==> src/rtl/lc3b_pkg.sv <==
package lc3b_pkg;

    typedef logic [15:0] lc3b_word;
    typedef logic [1:0] lc3b_mem_wmask;

    // all-zero instruction is BR with nzp 000, used as the pipeline bubble
    typedef enum logic [3:0] {
        op_br   = 4'b0000,
        op_add  = 4'b0001,
        op_ldb  = 4'b0010,
        op_stb  = 4'b0011,
        op_jsr  = 4'b0100,
        op_and  = 4'b0101,
        op_ldr  = 4'b0110,
        op_str  = 4'b0111,
        op_rti  = 4'b1000,
        op_not  = 4'b1001,
        op_ldi  = 4'b1010,
        op_sti  = 4'b1011,
        op_jmp  = 4'b1100,
        op_shf  = 4'b1101,
        op_lea  = 4'b1110,
        op_trap = 4'b1111
    } lc3b_opcode;

    typedef enum logic [2:0] {
        alu_add,
        alu_and,
        alu_not,
        alu_sll,
        alu_srl,
        alu_sra,
        alu_pass
    } lc3b_aluop;

    // alu input a source
    typedef enum logic [1:0] {
        amux_reg,
        amux_pc
    } alumux1_sel_t;

    // alu input b source
    typedef enum logic [1:0] {
        bmux_reg,
        bmux_imm,
        bmux_offset
    } alumux2_sel_t;

    typedef enum logic [1:0] {
        imm_imm5,
        imm_off6,
        imm_shift
    } imm_sel_t;

    typedef enum logic [1:0] {
        fwd_none,
        fwd_mem,
        fwd_wb
    } fwd_sel_t;

    typedef struct packed {
        alumux1_sel_t alumux1_sel;
        alumux2_sel_t alumux2_sel;
        lc3b_aluop aluop;
        logic mem_read;
        logic mem_write;
        logic byte_op;
        logic load_regfile;
        logic load_cc;
        logic wb_sel;           // 1 selects load data
        logic is_branch;
        logic is_jmp;
        logic [2:0] dest;       // nzp bits for BR
    } ctrl_t;

    typedef struct packed {
        lc3b_word pc;
        lc3b_word opa;
        lc3b_word opb;
        logic [2:0] sr1;
        logic [2:0] sr2;
        lc3b_word imm;
        lc3b_word offset;
        ctrl_t ctrl;
    } id_ex_t;

    typedef struct packed {
        lc3b_word pc;
        lc3b_word alu;
        lc3b_word wdata;
        ctrl_t ctrl;
    } ex_mem_t;

    typedef struct packed {
        lc3b_word pc;
        lc3b_word alu;
        lc3b_word rdata;
        ctrl_t ctrl;
    } mem_wb_t;

endpackage

==> src/rtl/regfile.sv <==
`timescale 1ns/1ps

module regfile
(
    input logic clk,
    input logic rst,
    input logic load,
    input logic [2:0] dest,
    input lc3b_pkg::lc3b_word in,
    input logic [2:0] src_a,
    input logic [2:0] src_b,
    output lc3b_pkg::lc3b_word reg_a,
    output lc3b_pkg::lc3b_word reg_b
);
    import lc3b_pkg::*;

    lc3b_word regs [8];

    always_ff @(posedge clk)
    begin
        if (rst)
        begin
            for (int i = 0; i < 8; i++)
            begin
                regs[i] <= '0;
            end
        end
        else if (load)
        begin
            regs[dest] <= in;
        end
    end

    // write-through so WB feeds ID in the same cycle
    assign reg_a = (load && dest == src_a) ? in : regs[src_a];
    assign reg_b = (load && dest == src_b) ? in : regs[src_b];

endmodule

==> src/rtl/alu.sv <==
`timescale 1ns/1ps

module alu
(
    input lc3b_pkg::lc3b_aluop aluop,
    input lc3b_pkg::lc3b_word a,
    input lc3b_pkg::lc3b_word b,
    output lc3b_pkg::lc3b_word f
);
    import lc3b_pkg::*;

    logic [3:0] shamt;

    // shift amount comes from the low nibble only
    assign shamt = b[3:0];

    always_comb
    begin
        case (aluop)
            alu_add:  f = a + b;
            alu_and:  f = a & b;
            alu_not:  f = ~a;
            alu_sll:  f = a << shamt;
            alu_srl:  f = a >> shamt;
            alu_sra:  f = $signed(a) >>> shamt;
            alu_pass: f = a;
            default:  f = a;
        endcase
    end

endmodule

==> src/rtl/decode.sv <==
`timescale 1ns/1ps

module decode
(
    input lc3b_pkg::lc3b_word instruction,
    output lc3b_pkg::ctrl_t ctrl,
    output logic [2:0] sr1,
    output logic [2:0] sr2,
    output lc3b_pkg::imm_sel_t imm_sel
);
    import lc3b_pkg::*;

    lc3b_opcode opcode;

    assign opcode = lc3b_opcode'(instruction[15:12]);

    always_comb
    begin
        ctrl = '0;
        ctrl.dest = instruction[11:9];
        sr1 = instruction[8:6];
        sr2 = instruction[2:0];
        imm_sel = imm_imm5;

        case (opcode)
            op_add, op_and:
            begin
                ctrl.aluop = (opcode == op_add) ? alu_add : alu_and;
                ctrl.alumux2_sel = instruction[5] ? bmux_imm : bmux_reg;
                ctrl.load_regfile = 1'b1;
                ctrl.load_cc = 1'b1;
            end
            op_not:
            begin
                ctrl.aluop = alu_not;
                ctrl.load_regfile = 1'b1;
                ctrl.load_cc = 1'b1;
            end
            op_shf:
            begin
                imm_sel = imm_shift;
                ctrl.alumux2_sel = bmux_imm;
                // bit 4 picks direction, bit 5 arithmetic right
                if (!instruction[4])
                    ctrl.aluop = alu_sll;
                else if (instruction[5])
                    ctrl.aluop = alu_sra;
                else
                    ctrl.aluop = alu_srl;
                ctrl.load_regfile = 1'b1;
                ctrl.load_cc = 1'b1;
            end
            op_ldr, op_ldb:
            begin
                imm_sel = imm_off6;
                ctrl.alumux2_sel = bmux_imm;
                ctrl.mem_read = 1'b1;
                ctrl.byte_op = (opcode == op_ldb);
                ctrl.wb_sel = 1'b1;
                ctrl.load_regfile = 1'b1;
                ctrl.load_cc = 1'b1;
            end
            op_str, op_stb:
            begin
                // store data register sits in the dest field
                sr2 = instruction[11:9];
                imm_sel = imm_off6;
                ctrl.alumux2_sel = bmux_imm;
                ctrl.mem_write = 1'b1;
                ctrl.byte_op = (opcode == op_stb);
            end
            op_lea:
            begin
                ctrl.alumux1_sel = amux_pc;
                ctrl.alumux2_sel = bmux_offset;
                ctrl.load_regfile = 1'b1;
            end
            op_br:
            begin
                ctrl.alumux1_sel = amux_pc;
                ctrl.alumux2_sel = bmux_offset;
                ctrl.is_branch = 1'b1;
            end
            op_jmp:
            begin
                ctrl.aluop = alu_pass;
                ctrl.is_jmp = 1'b1;
            end
            default: ;
        endcase
    end

endmodule

==> src/rtl/hazard_unit.sv <==
`timescale 1ns/1ps

module hazard_unit
(
    input logic [2:0] src_a_ex,
    input logic [2:0] src_b_ex,
    input logic [2:0] dest_mem,
    input logic load_regfile_mem,
    input logic mem_read_mem,
    input logic [2:0] dest_wb,
    input logic load_regfile_wb,
    output lc3b_pkg::fwd_sel_t fwd_a,
    output lc3b_pkg::fwd_sel_t fwd_b,
    output logic load_stall
);
    import lc3b_pkg::*;

    logic hit_mem_a;
    logic hit_mem_b;

    // youngest producer wins
    function automatic fwd_sel_t pick_source(
        input logic [2:0] src,
        input logic [2:0] d_mem,
        input logic ld_mem,
        input logic [2:0] d_wb,
        input logic ld_wb
    );
        fwd_sel_t sel;
        sel = fwd_none;
        if (ld_mem && d_mem == src)
            sel = fwd_mem;
        else if (ld_wb && d_wb == src)
            sel = fwd_wb;
        return sel;
    endfunction

    assign fwd_a = pick_source(src_a_ex, dest_mem, load_regfile_mem, dest_wb, load_regfile_wb);
    assign fwd_b = pick_source(src_b_ex, dest_mem, load_regfile_mem, dest_wb, load_regfile_wb);

    assign hit_mem_a = load_regfile_mem && dest_mem == src_a_ex;
    assign hit_mem_b = load_regfile_mem && dest_mem == src_b_ex;

    // load data only exists in WB, so hold the consumer one cycle
    assign load_stall = mem_read_mem & (hit_mem_a | hit_mem_b);

endmodule

==> src/rtl/datapath.sv <==
`timescale 1ns/1ps

module datapath
#(
    parameter lc3b_pkg::lc3b_word reset_pc = 16'h0000
)
(
    input logic clk,
    input logic rst,
    output logic imem_read,
    output lc3b_pkg::lc3b_word imem_address,
    input logic imem_resp,
    input lc3b_pkg::lc3b_word imem_rdata,
    output logic dmem_read,
    output logic dmem_write,
    output lc3b_pkg::lc3b_word dmem_address,
    output lc3b_pkg::lc3b_word dmem_wdata,
    output lc3b_pkg::lc3b_mem_wmask dmem_byte_enable,
    input logic dmem_resp,
    input lc3b_pkg::lc3b_word dmem_rdata
);
    import lc3b_pkg::*;

    lc3b_word pc;
    lc3b_word pc_plus2;
    logic fetch_valid;
    lc3b_word fetch_ir;
    lc3b_word if_instr;
    logic stall_i;
    logic stall_d;
    logic load_stall;
    logic adv_front;
    logic adv_back;

    lc3b_word ir_id;
    lc3b_word pc_id;
    ctrl_t ctrl_id;
    logic [2:0] sr1_id;
    logic [2:0] sr2_id;
    imm_sel_t imm_sel_id;
    lc3b_word reg_a_id;
    lc3b_word reg_b_id;
    lc3b_word imm_id;
    lc3b_word offset_id;

    id_ex_t id_ex;
    fwd_sel_t fwd_a;
    fwd_sel_t fwd_b;
    lc3b_word opa_fwd;
    lc3b_word opb_fwd;
    lc3b_word alu_a;
    lc3b_word alu_b;
    lc3b_word alu_f;

    ex_mem_t ex_mem;
    mem_wb_t mem_wb;
    logic [7:0] load_byte;
    lc3b_word load_val;
    lc3b_word wb_data;
    logic [2:0] cc;
    logic [2:0] cc_next;
    logic br_taken;

    function automatic lc3b_word fwd_pick(
        input fwd_sel_t sel,
        input lc3b_word reg_val,
        input lc3b_word mem_val,
        input lc3b_word wb_val
    );
        lc3b_word val;
        case (sel)
            fwd_mem: val = mem_val;
            fwd_wb:  val = wb_val;
            default: val = reg_val;
        endcase
        return val;
    endfunction

    // a response alone does not end a memory stall for the other port
    assign stall_i = imem_read & ~imem_resp;
    assign stall_d = (dmem_read | dmem_write) & ~dmem_resp;
    assign adv_back = ~stall_i & ~stall_d;
    assign adv_front = adv_back & ~load_stall;

    // fetch; buffer holds an instruction that arrived while the front was held
    assign pc_plus2 = pc + 16'd2;
    assign imem_address = pc;
    assign imem_read = ~fetch_valid & ~br_taken;
    assign if_instr = fetch_valid ? fetch_ir : imem_rdata;

    always_ff @(posedge clk)
    begin
        if (rst)
        begin
            pc <= reset_pc;
            fetch_valid <= 1'b0;
        end
        else if (br_taken)
        begin
            pc <= mem_wb.alu;
            fetch_valid <= 1'b0;
        end
        else if (adv_front)
        begin
            pc <= pc_plus2;
            fetch_valid <= 1'b0;
        end
        else if (imem_read && imem_resp)
        begin
            fetch_valid <= 1'b1;
        end
    end

    always_ff @(posedge clk)
    begin
        if (imem_read && imem_resp)
            fetch_ir <= imem_rdata;
        if (adv_front)
            pc_id <= pc_plus2;
    end

    always_ff @(posedge clk)
    begin
        if (rst || br_taken)
            ir_id <= '0;
        else if (adv_front)
            ir_id <= if_instr;
    end

    // decode and register read
    decode u_decode
    (
        .instruction(ir_id),
        .ctrl(ctrl_id),
        .sr1(sr1_id),
        .sr2(sr2_id),
        .imm_sel(imm_sel_id)
    );

    regfile u_regfile
    (
        .clk(clk),
        .rst(rst),
        .load(mem_wb.ctrl.load_regfile),
        .dest(mem_wb.ctrl.dest),
        .in(wb_data),
        .src_a(sr1_id),
        .src_b(sr2_id),
        .reg_a(reg_a_id),
        .reg_b(reg_b_id)
    );

    always_comb
    begin
        case (imm_sel_id)
            imm_off6:
                // word accesses scale the offset by two
                imm_id = ctrl_id.byte_op ? {{10{ir_id[5]}}, ir_id[5:0]}
                                         : {{9{ir_id[5]}}, ir_id[5:0], 1'b0};
            imm_shift: imm_id = {12'b0, ir_id[3:0]};
            default:   imm_id = {{11{ir_id[4]}}, ir_id[4:0]};
        endcase
    end

    assign offset_id = {{6{ir_id[8]}}, ir_id[8:0], 1'b0};

    always_ff @(posedge clk)
    begin
        if (rst || br_taken)
        begin
            id_ex <= '0;
        end
        else if (adv_front)
        begin
            id_ex <= '{pc: pc_id, opa: reg_a_id, opb: reg_b_id, sr1: sr1_id, sr2: sr2_id,
                       imm: imm_id, offset: offset_id, ctrl: ctrl_id};
        end
        else if (adv_back)
        begin
            // load-use hold; the WB producer leaves, so keep what it forwarded
            id_ex.opa <= opa_fwd;
            id_ex.opb <= opb_fwd;
        end
    end

    // execute
    hazard_unit u_hazard
    (
        .src_a_ex(id_ex.sr1),
        .src_b_ex(id_ex.sr2),
        .dest_mem(ex_mem.ctrl.dest),
        .load_regfile_mem(ex_mem.ctrl.load_regfile),
        .mem_read_mem(ex_mem.ctrl.mem_read),
        .dest_wb(mem_wb.ctrl.dest),
        .load_regfile_wb(mem_wb.ctrl.load_regfile),
        .fwd_a(fwd_a),
        .fwd_b(fwd_b),
        .load_stall(load_stall)
    );

    assign opa_fwd = fwd_pick(fwd_a, id_ex.opa, ex_mem.alu, wb_data);
    assign opb_fwd = fwd_pick(fwd_b, id_ex.opb, ex_mem.alu, wb_data);
    assign alu_a = (id_ex.ctrl.alumux1_sel == amux_pc) ? id_ex.pc : opa_fwd;

    always_comb
    begin
        case (id_ex.ctrl.alumux2_sel)
            bmux_imm:    alu_b = id_ex.imm;
            bmux_offset: alu_b = id_ex.offset;
            default:     alu_b = opb_fwd;
        endcase
    end

    alu u_alu
    (
        .aluop(id_ex.ctrl.aluop),
        .a(alu_a),
        .b(alu_b),
        .f(alu_f)
    );

    always_ff @(posedge clk)
    begin
        if (rst || br_taken || (adv_back && load_stall))
            ex_mem <= '0;
        else if (adv_back)
            ex_mem <= '{pc: id_ex.pc, alu: alu_f, wdata: opb_fwd, ctrl: id_ex.ctrl};
    end

    // memory access; a taken branch in WB squashes the request
    assign dmem_read = ex_mem.ctrl.mem_read & ~br_taken;
    assign dmem_write = ex_mem.ctrl.mem_write & ~br_taken;
    assign dmem_address = {ex_mem.alu[15:1], ex_mem.alu[0] & ex_mem.ctrl.byte_op};
    assign dmem_wdata = ex_mem.ctrl.byte_op ? {ex_mem.wdata[7:0], ex_mem.wdata[7:0]}
                                            : ex_mem.wdata;

    always_comb
    begin
        if (!ex_mem.ctrl.byte_op)
            dmem_byte_enable = 2'b11;
        else if (ex_mem.alu[0])
            dmem_byte_enable = 2'b10;
        else
            dmem_byte_enable = 2'b01;
    end

    always_ff @(posedge clk)
    begin
        if (rst || br_taken)
            mem_wb <= '0;
        else if (adv_back)
            mem_wb <= '{pc: ex_mem.pc, alu: ex_mem.alu, rdata: dmem_rdata, ctrl: ex_mem.ctrl};
    end

    // writeback, cc and branch resolution
    assign load_byte = mem_wb.alu[0] ? mem_wb.rdata[15:8] : mem_wb.rdata[7:0];
    assign load_val = mem_wb.ctrl.byte_op ? {{8{load_byte[7]}}, load_byte} : mem_wb.rdata;
    assign wb_data = mem_wb.ctrl.wb_sel ? load_val : mem_wb.alu;

    assign cc_next[2] = wb_data[15];
    assign cc_next[1] = (wb_data == '0);
    assign cc_next[0] = ~wb_data[15] & (wb_data != '0);

    always_ff @(posedge clk)
    begin
        if (rst)
            cc <= 3'b010;
        else if (mem_wb.ctrl.load_cc)
            cc <= cc_next;
    end

    assign br_taken = mem_wb.ctrl.is_jmp | (mem_wb.ctrl.is_branch & |(mem_wb.ctrl.dest & cc));

endmodule

==> src/rtl/lc3b_cpu.sv <==
`timescale 1ns/1ps

module lc3b_cpu
#(
    parameter lc3b_pkg::lc3b_word reset_pc = 16'h0000
)
(
    input logic clk,
    input logic rst,
    output logic imem_read,
    output lc3b_pkg::lc3b_word imem_address,
    input logic imem_resp,
    input lc3b_pkg::lc3b_word imem_rdata,
    output logic dmem_read,
    output logic dmem_write,
    output lc3b_pkg::lc3b_word dmem_address,
    output lc3b_pkg::lc3b_word dmem_wdata,
    output lc3b_pkg::lc3b_mem_wmask dmem_byte_enable,
    input logic dmem_resp,
    input lc3b_pkg::lc3b_word dmem_rdata
);

    datapath #(
        .reset_pc(reset_pc)
    ) u_datapath (
        .clk(clk),
        .rst(rst),
        .imem_read(imem_read),
        .imem_address(imem_address),
        .imem_resp(imem_resp),
        .imem_rdata(imem_rdata),
        .dmem_read(dmem_read),
        .dmem_write(dmem_write),
        .dmem_address(dmem_address),
        .dmem_wdata(dmem_wdata),
        .dmem_byte_enable(dmem_byte_enable),
        .dmem_resp(dmem_resp),
        .dmem_rdata(dmem_rdata)
    );

endmodule

==> config.mk <==
export PLATFORM = sky130hd
export DESIGN_NAME = lc3b_cpu
export DESIGN_NICKNAME = d
export VERILOG_FILES = /design/src/rtl/lc3b_pkg.sv /design/src/rtl/regfile.sv /design/src/rtl/alu.sv /design/src/rtl/decode.sv /design/src/rtl/hazard_unit.sv /design/src/rtl/datapath.sv /design/src/rtl/lc3b_cpu.sv
export SDC_FILE = /design/constraint.sdc
export NUM_CORES = 1
export LEC_CHECK = 0
export ABC_AREA = 0
export BUFFER_PORTS_ARGS = -buffer_cell sky130_fd_sc_hd__buf_2
export CAP_MARGIN = 20
export CORE_UTILIZATION = 40
export CTS_CLUSTER_DIAMETER = 100
export DETAILED_ROUTE_END_ITERATION = 7
export PLACE_DENSITY = 0.57
export SYNTH_ARGS = -nofsm -noshare
export SYNTH_HDL_FRONTEND = slang
export SYNTH_SLANG_ARGS = --single-unit
==> constraint.sdc <==
create_clock -name clk -period 9.7 [get_ports clk]
set_input_delay 0.97 -clock clk [delete_from_list [all_inputs] [get_ports clk]]
set_output_delay 0.97 -clock clk [all_outputs]
set_load 0.02 [all_outputs]
==> run metrics, run 1 <==
status completed; r2r endpoint u_datapath.dmem_address[15]; postcts setup bufs 0; row cnt 83; # diodes 0; TritonRoute pass-1 iters 6; Fin Setup TNS 0 ps; #FFs+latches synth 365; initial antenna violation count 0; Final Hold Fails 0; worst r2r src u_datapath.mem_wb[5]; FMAX 0.174 GHz; most frequent cells in the layout nand2_1, nor2_1, a21oi_1, dfxtp_1, edfxtp_1; Critical Path Sink Type flop; CP startpoint kind flop; DP Worst Slack 4090 ps; vias in the first global route 17000; TritonCTS clock tree built; global-route wire length before repair 108000 um; largest net degree at the start of global routing 86; WHS Path Cells 2; drt initial violations 1834; CP max-delay cell dfxtp_1; layout cells sized above 1 15.7%; DR vias/cell 6.03; cell family with most CP delay compound AO/OA/AOI/OAI gates; htree depth 2; Req. time, crit path 10200 ps; worst reg2reg path depth 16; DRC Markers 0; half-perimeter wire length of the detailed placement result 48900 um; Post-synth EDFFs 160; P&R area growth vs syn 11.5%; min-delay src u_datapath.id_ex[81]; post-synth top area share 23.1%; WL per Instance 24.4 um; Post-Synthesis Cells 2280; total CTS buffers 42; leak pwr 0.00871 uW; Gate power share 22.3%; DRT Wirelength 72400 um; Clock Root Buffer clkbuf_16; Final nets 2311; Starting Density 40.5%; routed via count 17900; post-cts resize count 0; maximum buffer depth of the clock tree 3; GRT overflow 0; die width 230 um; Sink Count 365; Clock Power Share 38.4%; Skew-Pair Late Insertion Delay 580 ps; Hold EP u_datapath.id_ex[81]; CP cell instances a21bo_2 > a32o_1 > mux2i_1 > o21a_2 > inv_2 > ha_1 > a211oi_1 > o21ai_0 > o311ai_0 > o21ai_0 > o41ai_1 > o21ai_0 > a21oi_1 > mux2i_1 > a21oi_1 > a21oi_1; gpl congestion 0.934; Port Buffers 88; Synth area leaders edfxtp_1, dfxtp_1, mux4_2; hold crit path type flop to flop; post-route minimum period 5740 ps; synthesized cell area 20800 um2; final number of setup-violating endpoints 0; Die H 230 um; Sw Ratio 31.6%; maxcap violations 0; Final Skew 20.7 ps; final setup margin 3960 ps; Clock Pin Slew Worst Setup and Hold Paths 60 ps; total global-route track usage 26.8%; register area share after synthesis 42.8%; pwr dens 198 nW/um2; final core utilization 45.2%; async set or reset register ratio after synthesis 0%; Slew @ Worst Pin 1120 ps; CP Max Fanout 35; hold_buf cts 0; syn_area_per_cell 9.13 um2; Unique masters post-synth 86; Synthesized Nets 2339; Slew HR 25.2%; DIE AREA 53000 um2; Tcrit/Tclk final 59.2%; setup repair after global routing missed its margin no; worst vdd ir 161 uV; top cell type by total area after synthesis edfxtp_1; core area 51400 um2; Crit Path Category flop to flop; worst endpoint data arrival time 6240 ps; sequential share of power 39.4%; fill count 4968; fin. max-slew vios 0; # IOs 89; Most used DFF post-synth dfxtp_1; Power Internal 3140 uW; WP buf/inv 1; Yosys warning total 0; DRT antenna net count 0; switching pwr 1450 uW; commonest non-fill, non-tap cell in the layout nand2_1; r2r setup slk 3960 ps; CP max stage delay 980 ps
kinds of logic (layout without fill, tap and decap cells):
| kind of cell | after synthesis | in the layout | synth area share (%) |
|---|---|---|---|
| multiplexers | 176 | 176 | 12.6 |
| adder cells (fa/ha/maj) | 23 | 23 | 1.42 |
| AO/OA/AOI/OAI | 561 | 561 | 18.0 |
| AND/OR/NAND/NOR | 833 | 833 | 17.3 |
| flip-flops | 365 | 365 | 42.8 |
| buffers and inverters | 271 | 276 | 5.76 |
| XOR/XNOR | 51 | 51 | 2.14 |
synth_stat cells, types with 10 or more instances:
master    count
nand2_1     347
nor2_1      294
a21oi_1     215
dfxtp_1     205
edfxtp_1    160
clkbuf_1    128
mux2i_1      83
o21ai_0      73
a211oi_1     69
mux4_2       64
inv_1        45
buf_4        35
nor2b_1      32
nor3_1       32
xnor2_1      29
buf_2        28
nand3_1      28
buf_1        25
mux2_2       25
nand2b_1     24
a22oi_1      23
ha_1         22
xor2_1       22
o211ai_1     18
and3_1       16
a221oi_1     15
a222oi_1     14
a31oi_1      14
a221o_1      12
or3_1        11
a311oi_1     10
o22ai_1      10
power groups by stage:
| stage | clock, uW | combinational, uW | sequential (uW) |
|---|---|---|---|
| global placement | 0 | 996 | 1840 |
| floorplan | 0 | 746 | 1780 |
| finish | 1760 | 1020 | 1810 |
| CTS | 1790 | 1000 | 1810 |
| detailed placement | 0 | 995 | 1840 |
| global route | 1840 | 1100 | 1820 |
area by class of cell:
cell class              count  area, um2  area share [%]
clock inverters            24        377            1.62
clock buffers              53       1140            4.92
multi-input cells        1644      10800            46.5
repair buffers            146        946            4.07
flip-flops and latches    365       8910            38.4
well taps                 680        851            3.66
inverters                  53        201           0.867
registers in the layout (all words and copies together) (netlist names), named ones only:
signal	count
u_datapath.cc	3
u_datapath.dmem_address	15
u_datapath.ex_mem	27
u_datapath.fetch_ir	16
u_datapath.fetch_valid	1
u_datapath.id_ex	83
u_datapath.imem_address	16
u_datapath.ir_id	16
u_datapath.mem_wb	41
u_datapath.pc_id	16
u_datapath.u_regfile.regs	128
metal layers:
metal	vias to the layer above	track usage [%]	wire (um)
li1	8180	-	-
met1	8813	36.2	31300
met2	745	42.7	33100
met3	130	4.79	5170
met4	0	10.5	2820
met5	-	0	0
worst min-delay path, cell delays in order, from the launching register on:
cell     delay, ps
dfxtp_1        310
nand2_1         50
a21oi_1         50
through the flow:
step	hold slack (ps)	area [um2]	power, uW	cells
floorplan	427	20800	2520	2280
global placement	439	21600	2840	2882
detailed placement	445	21600	2840	2882
CTS	453	23100	4600	2959
global route	475	23200	4760	2965
finish	450	23200	4600	2965
worst max path at each step:
stage / startpoint / endpoint / slack [ps] / cells after the start
5_1_grt: u_datapath.mem_wb[5] / u_datapath.dmem_address[15] / 3470 / 16
3_3_place_gp: u_datapath.mem_wb[5] / u_datapath.dmem_address[15] / 4130 / 16
4_1_cts: u_datapath.mem_wb[5] / u_datapath.dmem_address[15] / 4030 / 16
3_5_place_dp: u_datapath.mem_wb[5] / u_datapath.dmem_address[15] / 4090 / 16
2_1_floorplan: u_datapath.mem_wb[8] / u_datapath.dmem_address[15] / 5720 / 20
6_report: u_datapath.mem_wb[5] / u_datapath.dmem_address[15] / 3960 / 16
Power figures use the tool's default switching activity.
==> inputs of run 2 (changes only) <==
--- a/config.mk
+++ b/config.mk
@@ -11,7 +11,7 @@
 export CORE_UTILIZATION = 40
 export CTS_CLUSTER_DIAMETER = 100
 export DETAILED_ROUTE_END_ITERATION = 7
-export PLACE_DENSITY = 0.57
+export PLACE_DENSITY = 0.59
 export SYNTH_ARGS = -nofsm -noshare
 export SYNTH_HDL_FRONTEND = slang
 export SYNTH_SLANG_ARGS = --single-unit
==> constraint.sdc (replaced) <==
create_clock -name clk -period 4.8 [get_ports clk]
set_input_delay 0.48 -clock clk [delete_from_list [all_inputs] [get_ports clk]]
set_output_delay 0.48 -clock clk [all_outputs]
set_load 0.02 [all_outputs]
==> run 2 against run 1 <==
Die area stayed put; combinational power is 110% higher; first-iteration DRC count is 11% higher; utilization is 0.11 points higher; clock-buffer cell count is 2 lower; worst setup slack worse by 3500 ps; clock skew is 4.4 ps higher; critical path type unchanged; critical endpoint is now u_datapath.dmem_address[12]; largest cell class unchanged; largest power group unchanged; highest routed layer unchanged.
==> run metrics, run 2 (synthesis results as in run 1) <==
Starting Density 40.5% (unchanged); htree depth 2 (unchanged); initial antenna violation count 1 (+1); TritonRoute pass-1 iters 6 (unchanged); Slew HR 17.0% (-8.2 points); Fin Setup TNS 0 ps (unchanged); half-perimeter wire length of the detailed placement result 51500 um (+5.3%); cell area after placement 22000 um2 (+1.7%); Clock Root Buffer clkbuf_16; WL per Instance 24.3 um (-0.37%); FMAX 0.233 GHz (+34%); layout cells sized above 1 16.9% (+1.3 points); setup repair after global routing missed its margin no; postcts setup bufs 0 (unchanged); CP startpoint kind flop; vias in the first global route 17200 (+1.2%); DRC Markers 0 (unchanged); CP max stage delay 610 ps (-370 ps); final setup margin 511 ps (-3450 ps); Tcrit/Tclk final 89.4% (+30 points); P&R area growth vs syn 11.8%; Port Buffers 88 (unchanged); total global-route track usage 27.1% (+0.30 points); leak pwr 0.00880 uW (+0.95%); DIE AREA 53000 um2 (unchanged); routed via count 18200 (+2.1%); DR vias/cell 6.07 (+0.72%); Final nets 2351 (+1.7%); status completed; CP Max Fanout 11 (-69%); DRT antenna net count 0 (unchanged); worst endpoint data arrival time 4780 ps (-1460 ps); M1 wire length 30600 um (-2.4%); met2 WL post-DR 33600 um (+1.5%); CP max-delay cell dfxtp_1; max reg flops 128 (unchanged); final non-filler cell total 3006 (+1.4%); Critical Path Sink Type flop; maximum buffer depth of the clock tree 3 (unchanged); hold_buf cts 0 (unchanged); Largest regs u_datapath.u_regfile.regs: 128 flops, u_datapath.id_ex: 83 flops, u_datapath.mem_wb: 41 flops; fin. max-slew vios 0 (unchanged); row cnt 83 (unchanged); most frequent cells in the layout nand2_1, nor2_1, a21oi_1, dfxtp_1, edfxtp_1; CP most frequent cell a21oi_1; WHS 102 ps (-348 ps); post-route minimum period 4290 ps (-1450 ps); total CTS buffers 42 (unchanged); TritonCTS clock tree built; GRT overflow 0 (unchanged); # IOs 89 (unchanged); maxcap violations 0 (unchanged); commonest non-fill, non-tap cell in the layout nand2_1; DP Worst Slack 235 ps (-3860 ps); die width 230 um (unchanged); final number of setup-violating endpoints 0 (unchanged); CP cell instances xnor2_1 > nand4_2 > mux2i_1 > o221ai_1 > ha_1 > inv_1 > fa_1 > nor2b_1 > o21a_1 > o21ai_0 > a21oi_1 > a41oi_1 > a21oi_1 > xor2_1 > a21oi_1 > a221oi_1; Largest Register u_datapath.u_regfile.regs; Final Skew 25.1 ps (+4.43 ps); placed cell count 2928 (+1.6%); global-route wire length before repair 110000 um (+1.2%); Sink Count 365 (unchanged); gpl congestion 0.943 (+0.96%); cell family with most CP delay compound AO/OA/AOI/OAI gates; largest net degree at the start of global routing 74 (-14%); worst vdd ir 292 uV (+81%); met3 WL 5640 um (+9.0%); Req. time, crit path 5290 ps (-4910 ps); Clock Pin Slew Worst Setup and Hold Paths 70 ps (about the same); fill count 4936 (-0.64%); Crit Path Category flop to flop; Skew-Pair Late Insertion Delay 590 ps (about the same); DR top layer met4; hold crit path type input pin to flop; Final Hold Fails 0 (unchanged); WP buf/inv 1 (unchanged); Slew @ Worst Pin 1240 ps (+123 ps); DRT Wirelength 73200 um (+1.0%); design area 23300 um2 (+0.24%); pwr dens 381 nW/um2 (+93%); Die H 230 um (unchanged); core area 51400 um2 (unchanged); drt initial violations 2037 (+11%)
==> run 2: worst paths after layout <==
kind	start	slack, ps	cells after the start	endpoint
setup / recovery	u_datapath.mem_wb[0]	510	16	u_datapath.dmem_address[12]
hold / removal	imem_rdata[3]	100	1	u_datapath.fetch_ir[3]
setup reg to reg	u_datapath.mem_wb[0]	510	16	u_datapath.dmem_address[12]
hold reg to reg	u_datapath.id_ex[85]	450	2	u_datapath.id_ex[85]
==> run 2: through the flow <==
step	util, %	total power (uW)
floorplan	-	5100
global placement	42.7	5770
detailed placement	42.7	5780
CTS	45.3	8870
global route	45.3	9210
finish	45.3	8880
==> run 2: final cells by class <==
type                    count  area [um2]  share of cell area (%)
inverters                  53         201                   0.865
well taps                 680         851                    3.65
flip-flops and latches    365        8910                    38.3
diodes                      1        2.50                  0.0107
clock inverters            26         181                   0.779
clock buffers              51        1130                    4.84
repair buffers            186        1200                    5.16
multi-input cells        1644       10800                    46.4
==> run 2: power breakdown <==
| part | switching [uW] | internal, uW |
|---|---|---|
| sequential | 223 | 3430 |
| combinational | 1350 | 778 |
| clock | 1370 | 1730 |
| total | 2940 | 5940 |
==> run 2: what timing repair did <==
| item | in CTS | in global routing |
|---|---|---|
| hold endpoints to repair | 0 | 0 |
| resized for setup | 0 | 2 |
| setup endpoints to repair | 0 | 6 |
==> run 2: worst reg2reg max path, delay by kind of cell, from the launching register on <==
kind / cells / cell delay, ps
AO/OA/AOI/OAI: 8 / 1670
adder cells (fa/ha/maj): 2 / 740
flip-flops: 1 / 610
AND/OR/NAND/NOR: 2 / 490
XOR/XNOR: 2 / 370
multiplexers: 1 / 220
buffers and inverters: 1 / 90
==> run 2: metal layers <==
layer	vias up	GRT usage [%]
li1	8271	-
met1	8959	36.8
met2	850	42.9
met3	165	3.89
met4	0	12.1
met5	-	0
